File: src/pce_loader_pkg.sv
package pce_loader_pkg;

	// ========================================================================
	// Widths
	// ========================================================================
	localparam int ROM_ADDR_W  = 24;   // ROM byte address
	localparam int HOST_ADDR_W = 25;   // Host byte address
	localparam int WORD_W      = 16;

	// Download index values
	localparam logic [7:0] CODE_INDEX = 8'hFF;    // Cheat code download
	localparam logic [4:0] SGX_INDEX  = 5'd2;     // SuperGrafx image, low index bits

	// ========================================================================
	// Populous title signature
	// ========================================================================
	// Window bases compare against address bits 23:4
	localparam logic [19:0] TITLE_WIN_PLAIN = 20'h1F2;
	localparam logic [19:0] TITLE_WIN_HDR   = 20'h212;   // Behind a 512 byte copier header

	// Entry 0 sits at window offset 6, then every second byte
	localparam logic [3:0][WORD_W-1:0] POP_SIG = {16'h5355, 16'h4F4C, 16'h5550, 16'h4F50};

	// ========================================================================
	// Bundles
	// ========================================================================
	typedef struct packed {
		logic                   download;
		logic [7:0]             index;
		logic                   wr;
		logic [HOST_ADDR_W-1:0] addr;
		logic [WORD_W-1:0]      data;
	} host_xfer_t;

	typedef struct packed {
		logic              cart_wr;
		logic              code_wr;
		logic              first_word;   // Host address was zero
		logic [3:0]        offset;
		logic [WORD_W-1:0] data;         // Byte swap already applied on cart beats
	} load_beat_t;

	typedef struct packed {
		logic [ROM_ADDR_W-1:0] addr;
		logic [WORD_W-1:0]     data;
	} rom_write_t;

	typedef struct packed {
		logic [31:0] flags;
		logic [31:0] address;
		logic [31:0] compare;
		logic [31:0] replace;
	} cheat_code_t;

	typedef struct packed {
		logic       sgx;
		logic       populous;
		logic [7:0] rom_size;
	} cart_info_t;

endpackage

File: src/cheat_code_packer.sv
`timescale 1ns/1ps

module cheat_code_packer (
	input  logic                        clk_sys,
	input  logic                        reset,
	input  pce_loader_pkg::load_beat_t  beat,
	output pce_loader_pkg::cheat_code_t cheat,
	output logic                        code_valid,
	output logic                        gg_reset
);
	import pce_loader_pkg::*;

	cheat_code_t code_q;

	// Low word of each field first, then high word
	always_ff @(posedge clk_sys) begin
		if (beat.code_wr) begin
			case (beat.offset)
				4'd0:  code_q.flags[15:0]    <= beat.data;
				4'd2:  code_q.flags[31:16]   <= beat.data;
				4'd4:  code_q.address[15:0]  <= beat.data;
				4'd6:  code_q.address[31:16] <= beat.data;
				4'd8:  code_q.compare[15:0]  <= beat.data;
				4'd10: code_q.compare[31:16] <= beat.data;
				4'd12: code_q.replace[15:0]  <= beat.data;
				4'd14: code_q.replace[31:16] <= beat.data;
				default: ;
			endcase
		end
	end

	always_ff @(posedge clk_sys) begin
		if (reset) begin
			code_valid <= 1'b0;
			gg_reset   <= 1'b0;
		end else begin
			code_valid <= beat.code_wr && (beat.offset == 4'd14);   // Last word in
			gg_reset   <= (beat.cart_wr | beat.code_wr) & beat.first_word;
		end
	end

	assign cheat = code_q;

	// One strobe per code, since offset 14 comes once per eight words
	a_single_strobe: assert property (@(posedge clk_sys) disable iff (reset)
		code_valid |=> !code_valid)
		else $error("code_valid held high for two cycles");

endmodule

File: src/load_stream_decode.sv
`timescale 1ns/1ps

module load_stream_decode (
	input  logic                       clk_sys,
	input  logic                       reset,
	input  pce_loader_pkg::host_xfer_t host,
	input  logic                       swap_en,
	output pce_loader_pkg::load_beat_t beat,
	output logic                       cart_start,
	output logic                       sgx
);
	import pce_loader_pkg::*;

	logic              code_index;
	logic              cart_dl;
	logic              cart_dl_q;
	logic [WORD_W-1:0] data_rev;
	logic [WORD_W-1:0] data_d;
	logic              cart_wr_q;
	logic              code_wr_q;
	logic              first_q;
	logic [3:0]        offset_q;
	logic [WORD_W-1:0] data_q;

	assign code_index = (host.index == CODE_INDEX);
	assign cart_dl    = host.download & ~code_index;

	// Mirror bits inside each byte
	always_comb begin
		for (int i = 0; i < 8; i++) begin
			data_rev[i]     = host.data[7 - i];
			data_rev[8 + i] = host.data[15 - i];
		end
	end

	assign data_d = (swap_en && !code_index) ? data_rev : host.data;   // Codes stay as sent

	always_ff @(posedge clk_sys) begin
		if (reset) begin
			cart_wr_q  <= 1'b0;
			code_wr_q  <= 1'b0;
			cart_dl_q  <= 1'b0;
			cart_start <= 1'b0;
			sgx        <= 1'b0;
		end else begin
			cart_wr_q  <= host.wr & cart_dl;
			code_wr_q  <= host.wr & host.download & code_index;
			cart_dl_q  <= cart_dl;
			cart_start <= cart_dl & ~cart_dl_q;   // Start of a cart download
			if (cart_dl && !cart_dl_q)
				sgx <= (host.index[4:0] == SGX_INDEX);
		end
	end

	always_ff @(posedge clk_sys) begin
		first_q  <= (host.addr == '0);
		offset_q <= host.addr[3:0];
		data_q   <= data_d;
	end

	assign beat = '{cart_wr: cart_wr_q, code_wr: code_wr_q, first_word: first_q,
		offset: offset_q, data: data_q};

	// Host holds off until the wait level has risen, so no write lands
	// while the previous cart beat is still on its way to the memories
	a_no_write_overlap: assert property (@(posedge clk_sys) disable iff (reset)
		cart_wr_q |-> !host.wr)
		else $error("host write arrived while a cart beat was pending");

endmodule

File: src/pce_cart_loader.sv
`timescale 1ns/1ps

module pce_cart_loader #(
	parameter int NUM_MEM = 2
) (
	input  logic                        clk_sys,
	input  logic                        reset,
	input  pce_loader_pkg::host_xfer_t  host,
	input  logic                        swap_en,
	output pce_loader_pkg::rom_write_t  rom_wr,
	output logic                        rom_req,
	input  logic [NUM_MEM-1:0]          rom_ack,
	output logic                        ioctl_wait,
	output pce_loader_pkg::cart_info_t  info,
	output pce_loader_pkg::cheat_code_t cheat,
	output logic                        code_valid,
	output logic                        gg_reset
);
	import pce_loader_pkg::*;

	load_beat_t beat;
	logic       cart_start;
	logic       sgx;
	logic       issued;
	logic       populous;
	logic [7:0] rom_size;

	// ========================================================================
	// Cart path
	// ========================================================================
	load_stream_decode u_decode (
		.clk_sys    (clk_sys),
		.reset      (reset),
		.host       (host),
		.swap_en    (swap_en),
		.beat       (beat),
		.cart_start (cart_start),
		.sgx        (sgx)
	);

	rom_write_issue #(
		.NUM_MEM (NUM_MEM)
	) u_issue (
		.clk_sys    (clk_sys),
		.reset      (reset),
		.beat       (beat),
		.cart_start (cart_start),
		.rom_ack    (rom_ack),
		.rom_wr     (rom_wr),
		.rom_req    (rom_req),
		.ioctl_wait (ioctl_wait),
		.issued     (issued),
		.rom_size   (rom_size)
	);

	populous_detect u_populous (
		.clk_sys    (clk_sys),
		.reset      (reset),
		.cart_start (cart_start),
		.issued     (issued),
		.rom_wr     (rom_wr),
		.populous   (populous)
	);

	// Code path
	cheat_code_packer u_codes (
		.clk_sys    (clk_sys),
		.reset      (reset),
		.beat       (beat),
		.cheat      (cheat),
		.code_valid (code_valid),
		.gg_reset   (gg_reset)
	);

	assign info = '{sgx: sgx, populous: populous, rom_size: rom_size};

endmodule

File: src/populous_detect.sv
`timescale 1ns/1ps

module populous_detect (
	input  logic                       clk_sys,
	input  logic                       reset,
	input  logic                       cart_start,
	input  logic                       issued,
	input  pce_loader_pkg::rom_write_t rom_wr,
	output logic                       populous
);
	import pce_loader_pkg::*;

	logic [1:0] pop_q;      // Bit 0 plain image, bit 1 with copier header
	logic       in_win;
	logic       sig_slot;
	logic [1:0] sig_idx;
	logic       mismatch;

	assign in_win = (rom_wr.addr[23:4] == TITLE_WIN_PLAIN) ||
		(rom_wr.addr[23:4] == TITLE_WIN_HDR);

	// Only four offsets in the window carry signature words
	always_comb begin
		sig_slot = 1'b1;
		sig_idx  = 2'd0;
		case (rom_wr.addr[3:0])
			4'd6:    sig_idx = 2'd0;
			4'd8:    sig_idx = 2'd1;
			4'd10:   sig_idx = 2'd2;
			4'd12:   sig_idx = 2'd3;
			default: sig_slot = 1'b0;
		endcase
	end

	assign mismatch = in_win & sig_slot & (rom_wr.data != POP_SIG[sig_idx]);

	always_ff @(posedge clk_sys) begin
		if (reset) begin
			pop_q <= 2'b11;
		end else if (cart_start) begin
			pop_q <= 2'b11;   // Assume a match until a word disagrees
		end else if (issued && mismatch) begin
			pop_q[rom_wr.addr[13]] <= 1'b0;
		end
	end

	// Bit 9 of the size tells whether a 512 byte header was loaded
	assign populous = pop_q[rom_wr.addr[9]];

endmodule

File: src/rom_write_issue.sv
`timescale 1ns/1ps

module rom_write_issue #(
	parameter int NUM_MEM = 2
) (
	input  logic                       clk_sys,
	input  logic                       reset,
	input  pce_loader_pkg::load_beat_t beat,
	input  logic                       cart_start,
	input  logic [NUM_MEM-1:0]         rom_ack,
	output pce_loader_pkg::rom_write_t rom_wr,
	output logic                       rom_req,
	output logic                       ioctl_wait,
	output logic                       issued,
	output logic [7:0]                 rom_size
);
	import pce_loader_pkg::*;

	logic [ROM_ADDR_W-1:0] addr_q;
	logic [WORD_W-1:0]     data_q;
	logic                  all_acked;
	logic                  advance;

	// ========================================================================
	// Toggle handshake
	// ========================================================================
	// Each memory is done once its ack toggle has caught up with the request
	assign all_acked = (rom_ack == {NUM_MEM{rom_req}});
	assign advance   = ioctl_wait & all_acked;

	always_ff @(posedge clk_sys) begin
		if (reset) begin
			addr_q     <= '0;
			rom_req    <= 1'b0;
			ioctl_wait <= 1'b0;
			issued     <= 1'b0;
		end else begin
			issued <= beat.cart_wr;
			if (beat.cart_wr) begin
				rom_req    <= ~rom_req;   // New word for every memory
				ioctl_wait <= 1'b1;
			end else if (advance) begin
				ioctl_wait <= 1'b0;
			end

			// Byte address steps two bytes per word
			if (cart_start)
				addr_q <= '0;
			else if (advance)
				addr_q <= addr_q + ROM_ADDR_W'(2);
		end
	end

	always_ff @(posedge clk_sys) begin
		if (beat.cart_wr)
			data_q <= beat.data;
	end

	assign rom_wr   = '{addr: addr_q, data: data_q};
	assign rom_size = addr_q[ROM_ADDR_W-1:ROM_ADDR_W-8];   // 64 KB units

	// ========================================================================
	// Protocol checks
	// ========================================================================
	a_beat_while_busy: assert property (@(posedge clk_sys) disable iff (reset)
		beat.cart_wr |-> !ioctl_wait)
		else $error("cart beat arrived while memories were still busy");

	// Memories only answer an outstanding request
	a_ack_idle: assert property (@(posedge clk_sys) disable iff (reset)
		(!ioctl_wait && !beat.cart_wr) |=> $stable(rom_ack))
		else $error("acknowledge changed with no request pending");

endmodule

File: config.mk
export PLATFORM = sky130hd
export DESIGN_NAME = pce_cart_loader
export DESIGN_NICKNAME = d
export VERILOG_FILES = /design/src/pce_loader_pkg.sv /design/src/cheat_code_packer.sv /design/src/load_stream_decode.sv /design/src/pce_cart_loader.sv /design/src/populous_detect.sv /design/src/rom_write_issue.sv
export SDC_FILE = /design/constraint.sdc
export NUM_CORES = 1
export LEC_CHECK = 0
export BUFFER_PORTS_ARGS = -buffer_cell sky130_fd_sc_hd__buf_2
export CORE_ASPECT_RATIO = 1.1
export CORE_UTILIZATION = 40
export DETAILED_ROUTE_END_ITERATION = 12
export PLACE_DENSITY = 0.75
export SYNTH_ARGS = -nofsm -noshare
export SYNTH_HDL_FRONTEND = slang
export SYNTH_HIERARCHICAL = 1
export SYNTH_SLANG_ARGS = --single-unit
export TNS_END_PERCENT = 20
File: constraint.sdc
create_clock -name clk_sys -period 6.9 [get_ports clk_sys]
set_input_delay 0.345 -clock clk_sys [delete_from_list [all_inputs] [get_ports clk_sys]]
set_output_delay 0.345 -clock clk_sys [all_outputs]
set_load 0.01 [all_outputs]
After elaboration in Yosys (flattened, before gate mapping)
Cells that the tools add are included.
{"block": "totals", "ff_bits": 201}
{"block": "op_classes", "addsub": 1, "order_cmp": 4, "n_eq_ne": 17, "n_mux": 11, "bitwise_logic": 15, "reduce_logical": 21}
{"op": "$bmux W16 S2", "n": 1}
{"op": "$mux W16", "n": 2}
{"op": "$eq A4 B4 Y1 const B", "n": 7}
{"op": "$logic_not A25 Y1", "n": 1}
{"op": "$add A24 B2 Y24 const B", "n": 1}
{"op": "$eq A20 B10 Y1 const B", "n": 1}
{"op": "$eq A20 B9 Y1 const B", "n": 1}
{"op": "$ne A16 B16 Y1", "n": 1}
{"op": "$reduce_and A2 Y1", "n": 8}
{"op": "$eq A4 B3 Y1 const B", "n": 3}
{"op": "$and A1 B1 Y1", "n": 9}
{"op": "$eq A8 B8 Y1 const B", "n": 1}
{"op": "$mux W1", "n": 6}
{"op": "$pmux W2 S3", "n": 1}
{"op": "$eq A5 B2 Y1 const B", "n": 1}
{"op": "$logic_and A1 B1 Y1", "n": 5}
{"op": "$eq A4 B2 Y1 const B", "n": 1}
{"op": "$logic_not A4 Y1", "n": 1}
{"op": "$lt A1 B2 Y1 const B", "n": 2}
{"op": "$reduce_or A4 Y1", "n": 1}
{"op": "$lt A2 B3 Y1 const B", "n": 1}
{"op": "$not A1 Y1", "n": 3}
{"op": "$and A2 B2 Y2", "n": 1}
{"op": "$eq A2 B2 Y1", "n": 1}
{"op": "other kinds (8)", "n": 9}

Depth between registers and ports, before layout
Gate-level depths: netlist of run 1.
{"block": "depth", "word_depth": 7, "ltp_mapped": 6}

By module
The synthesis of run 1 kept the hierarchy.
{"mod": "cheat_code_packer", "instances": 1, "cells_each": 146, "area_per_inst_um2": 3970.1, "seq_area_each_um2": 3883.7}
{"mod": "rom_write_issue", "instances": 1, "cells_each": 170, "area_per_inst_um2": 1801.7, "seq_area_each_um2": 1001.0}
{"mod": "load_stream_decode", "instances": 1, "cells_each": 72, "area_per_inst_um2": 969.7, "seq_area_each_um2": 520.5}
{"mod": "populous_detect", "instances": 1, "cells_each": 42, "area_per_inst_um2": 337.8, "seq_area_each_um2": 40.0}
{"mod": "pce_cart_loader", "instances": 1, "cells_each": 2, "area_per_inst_um2": 15.0, "seq_area_each_um2": 0.0}

Least setup slack after synthesis of run 1
OpenSTA, ideal clock, no wires.
{"block": "synth_path", "path_kind": "reg2reg", "startpoint": "reg u_decode.code_wr_q", "endpoint": "reg u_codes.code_q, in the netlist u_codes/cheat[32], enable pin", "arrival_ns": 2.064, "t_required_ns": 6.470, "setup_slack_ns": 4.406, "stages_incl_launch_ff": 4, "period_less_slack_ns": 2.494, "path_cell_list": "dfxtp_1 buf_4 nand2_1 nor4_1"}
{"block": "synth_between", "elab_chain_cells": 1}
{"element": "start, declared", "line": "load_stream_decode.sv:20", "source": "logic code_wr_q;"}
{"element": "start signal, assigned", "line": "load_stream_decode.sv:47", "source": "code_wr_q <= host.wr & host.download & code_index;"}
{"element": "$reduce_and A2 Y1 (no line)"}
{"element": "end, declared", "line": "cheat_code_packer.sv:13", "source": "cheat_code_t code_q;"}
No other way between the ends.
A chain may end at the register's enable or synchronous reset.

Worst setup path after layout of run 1
{"block": "layout_path", "startpoint": "reg u_issue.rom_req", "endpoint": "reg u_issue.addr_q[10]"}
{"block": "layout_between", "elab_chain_cells": 2}
{"element": "start, declared", "line": "rom_write_issue.sv:12", "source": "output logic rom_req,"}
{"element": "start signal, assigned", "line": "rom_write_issue.sv:40", "source": "rom_req <= ~rom_req;"}
{"element": "$eq A2 B2 Y1", "line": "rom_write_issue.sv:28", "source": "assign all_acked = (rom_ack == {NUM_MEM{rom_req}});"}
{"element": "$and A1 B1 Y1", "line": "rom_write_issue.sv:29", "source": "assign advance = ioctl_wait & all_acked;"}
{"element": "end signal, assigned", "line": "rom_write_issue.sv:50", "source": "addr_q <= addr_q + ROM_ADDR_W'(2);"}
{"element": "end, declared", "line": "rom_write_issue.sv:19", "source": "logic [ROM_ADDR_W-1:0] addr_q;"}
No other way between the ends.

==> impl_metrics.ini, run 1 <==
[finish]
antenna_cells = 0
layout_common_cells = buf_2 (236), edfxtp_1 (144), dfxtp_1 (56), nor2_1 (23), clkbuf_16 (17)
multi_input_area_mm2 = 0.001494
layout_commonest_cell = buf_2
regArea_mm2 = 0.005445
nNetsFinal = 725
n_fill_cell = 1428
syn_to_final_growth_pct = 27.62
drive_gt1_share_pct = 45.52
final_area_mm2 = 0.009054

[global_route]
grt_max_degree = 24
grt_use_total_pct = 19.29
first_global_vias = 4316
antenna_found_initial = 0
overflow = 0
grt_pass1_wl_um = 25500

[synth]
yosysWarnings = 6
synth.area.top_cells = edfxtp_1 (61%), dfxtp_1 (16%), mux2_4 (2.1%), nor2_1 (1.5%), buf_4 (1.5%)
ys.flop_type = edfxtp_1
synth_largest_area_cell = edfxtp_1
synth_top_area_share_pct = 60.95
syn_inst = 432
yosys_register_bits = 200
syn_nets = 489
synth_edf_count = 144
synth_seq_area_share_pct = 76.75
async_flop_share_pct = 0
synth_area_per_cell_um2 = 16.42
syn_area_mm2 = 0.007094
synth_cell_type_count = 56

[drt]
wl_per_cell_um = 19.34
via_count = 4560
antenna_left = 0
routed_wl_um = 17700
drtPass1Iterations = 4
drc = 0
drtIter0Drc = 230
drt-vias-per-instance = 4.984

[critical_path]
cp.required_ns = 7.25
critPathArrivalTime_ns = 2.52
r2r_slack_ns = 4.73
crit_path_end_kind = flip-flop
worst_r2r_startpoint = u_issue/rom_req
cp-start-kind = flip-flop
critPathMaxFanout = 12
worstSetupPathType = flip-flop to flip-flop
r2r_cells = 4
reg2reg_to = u_issue/addr_q[10]

[placement]
placed_area_mm2 = 0.008462
numPortBuffers = 236
dp_hpwl_um = 12390
gp_routability_congestion = 0.8372

[timing]
fin_crit_sh_pct = 31.39
fmax_mhz = 461.7
rsz0062_at_grt = no
slew_viol_final = 0
fin_worst_skew_ns = 0.01226
worst_slew_pin_slew_ns = 1.228
setup_viol = 0
relSlewSlack_pct = 18.06
period_needed_ns = 2.166
finalSetupTns_ns = 0
hold_viol = 0

[clock_network]
cts_buffers = 17
cts_resized = 0
cts_root_buf = clkbuf_16
clk_path_buf_depth = 2
hold_buffers = 0
cts_tree = yes
cts_setup_buffers = 0
htreeDepth = 4
cts_sinks = 200
clk_pin_slew_ns = 0.08
clk_latency_ns = 0.42

[run]
maxCapViolCount = 0

[hold_path]
min_path_type = primary input to flip-flop
hold_path_depth = 1
min_to = u_decode/offset_q[0]
hold_path_startpoint = host[16]

[die]
die_y_um = 141.7
dieArea_mm2 = 0.01827
num_io_pins = 238
coreArea_mm2 = 0.01720
rows = 50
die_w_um = 129.0
start_util_pct = 41.24

[power]
p_per_area_mw_per_mm2 = 262.5
peakVddDrop_v = 0.0001746
p_leak_nw = 3.426

[outcome]
status = finished, final reports clean
[metal layers]
layer | vias to the layer above | GRT usage (%) | share of wire [%]
met3 | 15 | 5.845 | 6.3
met1 | 2232 | 22.84 | 40
met2 | 181 | 33.97 | 53
met4 | 0 | 4.954 | 1.0
li1 | 2132 | - | -
met5 | - | 0 | 0
[synthesized netlist by cell type (all sizes together) (2+ instances only)]
master	n
nand3	7
nor4b	4
nor2b	2
clkbuf	6
o31ai	10
nor3	8
buf	17
a31oi	3
nor4	11
xor2	5
or3b	3
nand2	10
nand2b	3
a211oi	2
o21ai	7
nor3b	3
mux2	17
or2	2
o211ai	3
dfxtp	56
nor2	29
o2111ai	2
a21oi	16
or4	11
edfxtp	144
nand4	10
nand3b	4
mux2i	2
inv	5
and3	4
a2111oi	2
and4bb	2
or3	6
xnor2	6
[logic make-up (layout without fill, tap and decap cells)]
group / after synthesis / count (layout) / synth area share, %
DFF: 200 / 200 / 76.75
muxes: 19 / 19 / 3.510
buffers and inverters: 28 / 277 / 2.575
adders and majority gates: 1 / 1 / 0.1763
xor gates and xnor gates: 11 / 11 / 1.358
other: 1 / 1 / 0.05286
AOI/OAI and AO/OA: 48 / 48 / 4.462
and+or+nand+nor: 124 / 124 / 11.11
[worst max path at each step]
stage,start,endpoint,slack [ns],cells after the start
6_report,u_issue/rom_req,u_issue/addr_q[10],4.73,4
5_1_grt,u_issue/rom_req,u_issue/addr_q[10],4.49,4
4_1_cts,u_decode/offset_q[1],u_codes/cheat[121],4.75,2
3_5_place_dp,rom_ack[0],u_issue/addr_q[10],4.68,5
3_3_place_gp,rom_ack[0],u_issue/addr_q[10],4.73,5
2_1_floorplan,u_decode/code_wr_q,u_codes/cheat[32],4.41,3
[state kept, by name (all words and copies together), names as in the netlist, 2 cells and up]
register,flops
u_codes/cheat,128
u_decode/data_q,16
u_issue/data_q,16
u_decode/offset_q,4
u_issue/addr_q,23
u_populous/pop_q,2
[final cells by class]
class | count | share of cell area [%]
inverter | 5 | 0.2073
tap | 234 | 3.234
sequential | 200 | 60.14
timing repair buffer | 240 | 13.38
clock inverter | 14 | 1.797
multi-input combinational | 204 | 16.50
clock buffer | 18 | 4.740
[power breakdown]
part | switching [mW] | internal (mW) | leakage [nW]
logic | 0.0319 | 0.0310 | 1.39
registers | 0.0261 | 1.31 | 1.76
clock network | 0.463 | 0.518 | 0.285
total | 0.520 | 1.86 | 3.43
[worst max-delay path, cell delays in order, from the launching register on]
cell and delay [ns]:
dfxtp_1 0.36, nor3_1 0.54, o21ai_1 0.36, or4b_2 0.69, a21oi_1 0.15
[metrics by stage]
stage | setup WS (ns) | std cells | hold WS (ns) | utilization, % | total power [mW]
floorplan | 4.406 | 432 | 0.3727 | - | 1.383
CTS | 4.755 | 915 | 0.02467 | 52.63 | 2.395
global route | 4.493 | 915 | 0.01552 | 52.63 | 2.454
finish | 4.734 | 915 | 0.03944 | 52.63 | 2.377
detailed placement | 4.677 | 883 | 0.4496 | 49.19 | 1.424
global placement | 4.732 | 883 | 0.4500 | 49.19 | 1.422
Note: power is estimated with default switching activity, not from simulation.
==> inputs of run 2 (changes only) <==
- ABC_AREA: not set -> 1
- PLACE_DENSITY: 0.75 -> 0.74
- clock period: 6.9 -> 2 ns (I/O delays scaled with it)
==> run 2 against run 1 <==
Die area up 3.1%. Critical path depth up 3. First-iteration DRC count rose by 46%. Cell count increased by 25%. Critical path type is now primary input to flip-flop. Critical endpoint is now u_decode/first_q. Highest routed layer unchanged.
==> impl_metrics.ini, run 2 <==
[outcome]
status = finished, final reports clean

[clock_network]
cts_setup_buffers = 0
clk_path_buf_depth = 2
hold_buffers = 38
cts_sinks = 200
cts_resized = 0
cts_root_buf = clkbuf_16
htreeDepth = 4
clk_pin_slew_ns = 0.07
cts_tree = yes
clk_latency_ns = 0.43
cts_buffers = 17

[timing]
hold_viol = 0
finalSetupTns_ns = 0
setup_viol = 0
slew_viol_final = 0
fmax_mhz = 540.2
period_needed_ns = 1.851
fin_worst_skew_ns = 0.01198
rsz0062_at_grt = no
fin_crit_sh_pct = 92.55

[placement]
dp_hpwl_um = 12790
placed_cells_incl_taps = 1072
gp_routability_congestion = 0.8269
numPortBuffers = 236
placed_area_mm2 = 0.008787

[synth]
yosys_register_bits = 200
synth_seq_area_share_pct = 74.39
synth.area.top_cells = edfxtp_1 (59%), dfxtp_1 (15%), nand2_1 (5.6%), nor2_1 (4.3%), inv_1 (3.5%)
async_flop_share_pct = 0
syn_nets = 659
synth_cell_type_count = 34
synth_area_per_cell_um2 = 12.16
ys.flop_type = edfxtp_1
synth_top_area_share_pct = 59.08
synth_edf_count = 144
netlist_top_cells_count = edfxtp_1 (144), nand2_1 (110), nor2_1 (84)
syn_area_mm2 = 0.007320
yosysMostFrequentCell = edfxtp_1
syn_inst = 602
yosysWarnings = 6
synth_largest_area_cell = edfxtp_1

[global_route]
grt_pass1_wl_um = 25960
overflow = 0
grt_use_total_pct = 19.24
grt_max_degree = 33
first_global_vias = 4815
antenna_found_initial = 0

[drt]
via_count = 5284
drtIter0Drc = 335
routed_wl_um = 17850
drc = 0
drtPass1Iterations = 5
wl_per_cell_um = 15.63
drt-vias-per-instance = 4.627
antenna_left = 0

[hold_path]
min_path_type = primary input to flip-flop

[critical_path]
critPathArrivalTime_ns = 2.21
path_buf_inv = 4
worstSetupPathType = primary input to flip-flop
cp_common_cell = dlygate4sd3_1
max_stage_delay_ns = 0.57
cp-start-kind = primary input
cp.required_ns = 2.35
crit_path_end_kind = flip-flop
crit_family = buffers and inverters
crit_path_top_delay_cell = dlygate4sd3_1
worstPathCellList = dlygate4sd3_1 > buf_2 > nor3_1 > dlygate4sd3_1 > nand2_1 > dlygate4sd3_1 > nor2_1
critPathMaxFanout = 2

[die]
dieArea_mm2 = 0.01884
start_util_pct = 41.11
rows = 51
coreArea_mm2 = 0.01780
die_y_um = 143.9
num_io_pins = 238
die_w_um = 131.0

[power]
p_total_mw = 8.251
p_per_area_mw_per_mm2 = 845.7
p_leak_nw = 4.070
peakVddDrop_v = 0.0006025

[finish]
antenna_cells = 0
nNetsFinal = 948
layout_commonest_cell = buf_2
drive_gt1_share_pct = 35.07
final_area_mm2 = 0.009757
syn_to_final_growth_pct = 33.30
finalNonFillerCells = 1142
largest_reg_flops = 128
post-route-util_pct = 54.80
layout_common_cells = buf_2 (236), edfxtp_1 (144), nand2_1 (110), nor2_1 (80), inv_1 (68)

[run]
maxCapViolCount = 0
==> run 2: final cells by class <==
type | count | area (um^2)
clock buffers | 19 | 432.9
inverters | 71 | 266.5
repair buffers | 289 | 1674
clock inverters | 13 | 156.4
well taps | 238 | 297.8
flip-flops and latches | 200 | 5445
fillers | 1481 | 8046
multi-input cells | 312 | 1484
==> run 2: path summary, 6_finish.rpt <==
| path | from | end | slack (ns) | cells after the start |
|---|---|---|---|---|
| worst max-delay path | host[18] | u_decode/first_q | 0.15 | 7 |
| worst min-delay path | host[49] | u_decode/cart_wr_q | 0.05 | 4 |
| worst max register to register | u_issue/addr_q[2] | u_issue/addr_q[21] | 0.38 | 9 |
| worst min register to register | u_populous/pop_q[1] | u_populous/pop_q[1] | 0.45 | 2 |
==> run 2: worst min-delay path, cell delays in order <==
cell and delay, ns:
buf_2 0.07, nand2_1 0.05, nor2_2 0.12, a21oi_1 0.09
==> run 2: cell families after synthesis <==
family                     synth area share, %
DFF                                      74.39
adders and majority gates               0.1709
buffers and inverters                    5.743
AOI/OAI and AO/OA                        3.060
muxes                                   0.1538
xor gates and xnor gates                0.4787
and+or+nand+nor                          15.95
other                                  0.05123
==> run 2: where the power goes <==
| part | switching, mW | internal [mW] | leakage (nW) |
|---|---|---|---|
| Clock | 1.58 | 1.78 | 0.281 |
| Sequential | 0.0819 | 4.51 | 1.76 |
| Combinational | 0.148 | 0.147 | 2.03 |
==> run 2: metal layers <==
metal | global-route usage, % | wire length [um] | vias up | part of all wire, %
li1 | - | - | 2571 | -
met1 | 22.65 | 7191 | 2481 | 40
met4 | 7.199 | 271 | 0 | 1.5
met3 | 4.989 | 1135 | 20 | 6.4
met5 | 0 | 0 | - | 0
met2 | 33.47 | 9255 | 212 | 52
==> run 2: stage by stage <==
stage	setup slack (ns)	hold slack, ns
global placement	0.4707	0.2315
finish	0.1489	0.04746
floorplan	-0.02553	0.1277
detailed placement	0.4112	0.2229
CTS	0.1739	0.02917
global route	0.04916	0.04510
==> inputs of run 3 (changes only) <==
- clock period: 2 -> 1.95 ns (I/O delays scaled with it)
==> run 3 against run 2 <==
Sequential share of layout area grew 0.21 points. Largest cell class unchanged. Cell count is essentially flat. Clock skew grew 0.0038 ns. Routed wire length grew 0.28%. Die area is the same. Sequential power grew 2%. Critical path type unchanged. Setup slack lost 0.026 ns. Flip-flop and latch count is the same.
==> impl_metrics.ini, run 3 (same netlist as run 2, synthesis figures left out) <==
[clock_network]
cts_sinks = 200
clk_pin_slew_ns = 0.07
clk_path_buf_depth = 2
cts_buffers = 17
cts_tree = yes
clk_latency_ns = 0.44
htreeDepth = 4
cts_resized = 0
cts_root_buf = clkbuf_16

[power]
p_per_area_mw_per_mm2 = 859.7
peakVddDrop_v = 0.0006188
p_leak_nw = 4.060

[finish]
post-route-util_pct = 54.60
antenna_cells = 0
largest_reg_flops = 128
nNetsFinal = 947
syn_to_final_growth_pct = 32.80
finalNonFillerCells = 1141
layout_common_cells = buf_2 (236), edfxtp_1 (144), nand2_1 (110), nor2_1 (80), inv_1 (68)
layout_commonest_cell = buf_2
drive_gt1_share_pct = 35.22

[placement]
placed_cells_incl_taps = 1072
numPortBuffers = 236
dp_hpwl_um = 12570
pre_cts_slack_ns = 0.3706
gp_routability_congestion = 0.8268

[drt]
antenna_left = 0
drc = 0
drt-vias-per-instance = 4.624
via_count = 5276
drtPass1Iterations = 5
routed_wl_um = 17900
wl_per_cell_um = 15.69
drtIter0Drc = 285

[critical_path]
cp.required_ns = 2.31
critPathArrivalTime_ns = 2.19
r2r_cells = 9
worst_r2r_startpoint = u_issue/addr_q[2]
crit_path_end_kind = flip-flop
r2r_slack_ns = 0.33
reg2reg_to = u_issue/addr_q[21]
critPathMaxFanout = 2
worstSetupPathType = primary input to flip-flop
cp-start-kind = primary input

[hold_path]
min_path_type = primary input to flip-flop
hold_path_startpoint = host[7]
min_to = u_decode/data_q[0]
hold_path_depth = 3

[timing]
fin_worst_skew_ns = 0.01574
hold_viol = 0
setup_viol = 0
slew_viol_final = 0
fin_crit_sh_pct = 93.72
period_needed_ns = 1.827
fmax_mhz = 547.2
layout_setup_ws_ns = 0.1225
rsz0062_at_grt = no
finalSetupTns_ns = 0

[global_route]
overflow = 0
grt_use_total_pct = 19.46
first_global_vias = 4807
antenna_found_initial = 0
grt_pass1_wl_um = 26310
grt_max_degree = 33

[die]
die_w_um = 131.0
die_y_um = 143.9
coreArea_mm2 = 0.01780
rows = 51
dieArea_mm2 = 0.01884
start_util_pct = 41.11
num_io_pins = 238

[outcome]
status = finished, final reports clean

[run]
maxCapViolCount = 0
-- run 3: cell count changes in the layout (fill, tap and decap cells not counted), sizes merged --
cell         before  now
clkbuf           19   18
inv              76   77
bufinv            1    0
clkinv            5    7
clkinvlp          2    1
dlygate4sd3      38   37
-- run 3: worst max-delay path by stage --
| stage | start | end | slack [ns] | depth (start not counted) |
|---|---|---|---|---|
| 6_report | host[18] | u_decode/first_q | 0.12 | 7 |
| 5_1_grt | host[18] | u_decode/first_q | 0.01 | 7 |
| 4_1_cts | host[18] | u_decode/first_q | 0.14 | 7 |
| 3_5_place_dp | u_issue/addr_q[3] | u_issue/addr_q[16] | 0.37 | 8 |
| 3_3_place_gp | u_issue/addr_q[2] | u_issue/addr_q[23] | 0.42 | 9 |
| 2_1_floorplan | u_decode/code_wr_q | u_codes/cheat[48] | -0.08 | 3 |
-- run 3: metrics by stage --
stage          instance area, um^2  total power, mW  hold WS (ns)
2_1_floorplan                 7320            4.909        0.1252
3_3_place_gp                  8787            5.044        0.2289
3_5_place_dp                  8787            5.054        0.2262
4_1_cts                       9721            8.427      0.009361
5_1_grt                       9721            8.643       0.02581
6_report                      9721            8.357       0.02394
-- run 3: where the power goes --
group	total [mW]	leakage (nW)	switching [mW]	internal (mW)
clock network	3.34	0.277	1.65	1.70
registers	4.71	1.76	0.0822	4.63
logic	0.304	2.03	0.154	0.150
-- run 3: worst max-delay path, cell delays in order --
cell and delay (ns):
dlygate4sd3_1 0.53, buf_2 0.13, nor3_1 0.16, dlygate4sd3_1 0.57, nand2_1 0.05, dlygate4sd3_1 0.56, nor2_1 0.10
-- run 3: repair_timing --
| item | in CTS | in global routing |
|---|---|---|
| endpoints found under the hold margin | 30 | 0 |
| buffers inserted | 0 | 0 |
| setup endpoints to repair | 0 | 0 |
| hold buffers | 37 | 0 |
-- run 3: cell type report --
class | count | area [um^2]
sequential | 200 | 5445
inverter | 71 | 266.5
timing repair buffer | 288 | 1664
fill | 1511 | 8083
clock buffer | 18 | 429.2
clock inverter | 14 | 133.9
tap | 238 | 297.8
multi-input combinational | 312 | 1484
-- run 3: routing by layer --
metal  up-vias  track usage, %  wire, um
met5         -               0         0
met4         0           7.078       327
met3        25           5.547      1194
met2       197           34.06      9325
met1      2483           22.48      7055
li1       2571               -         -
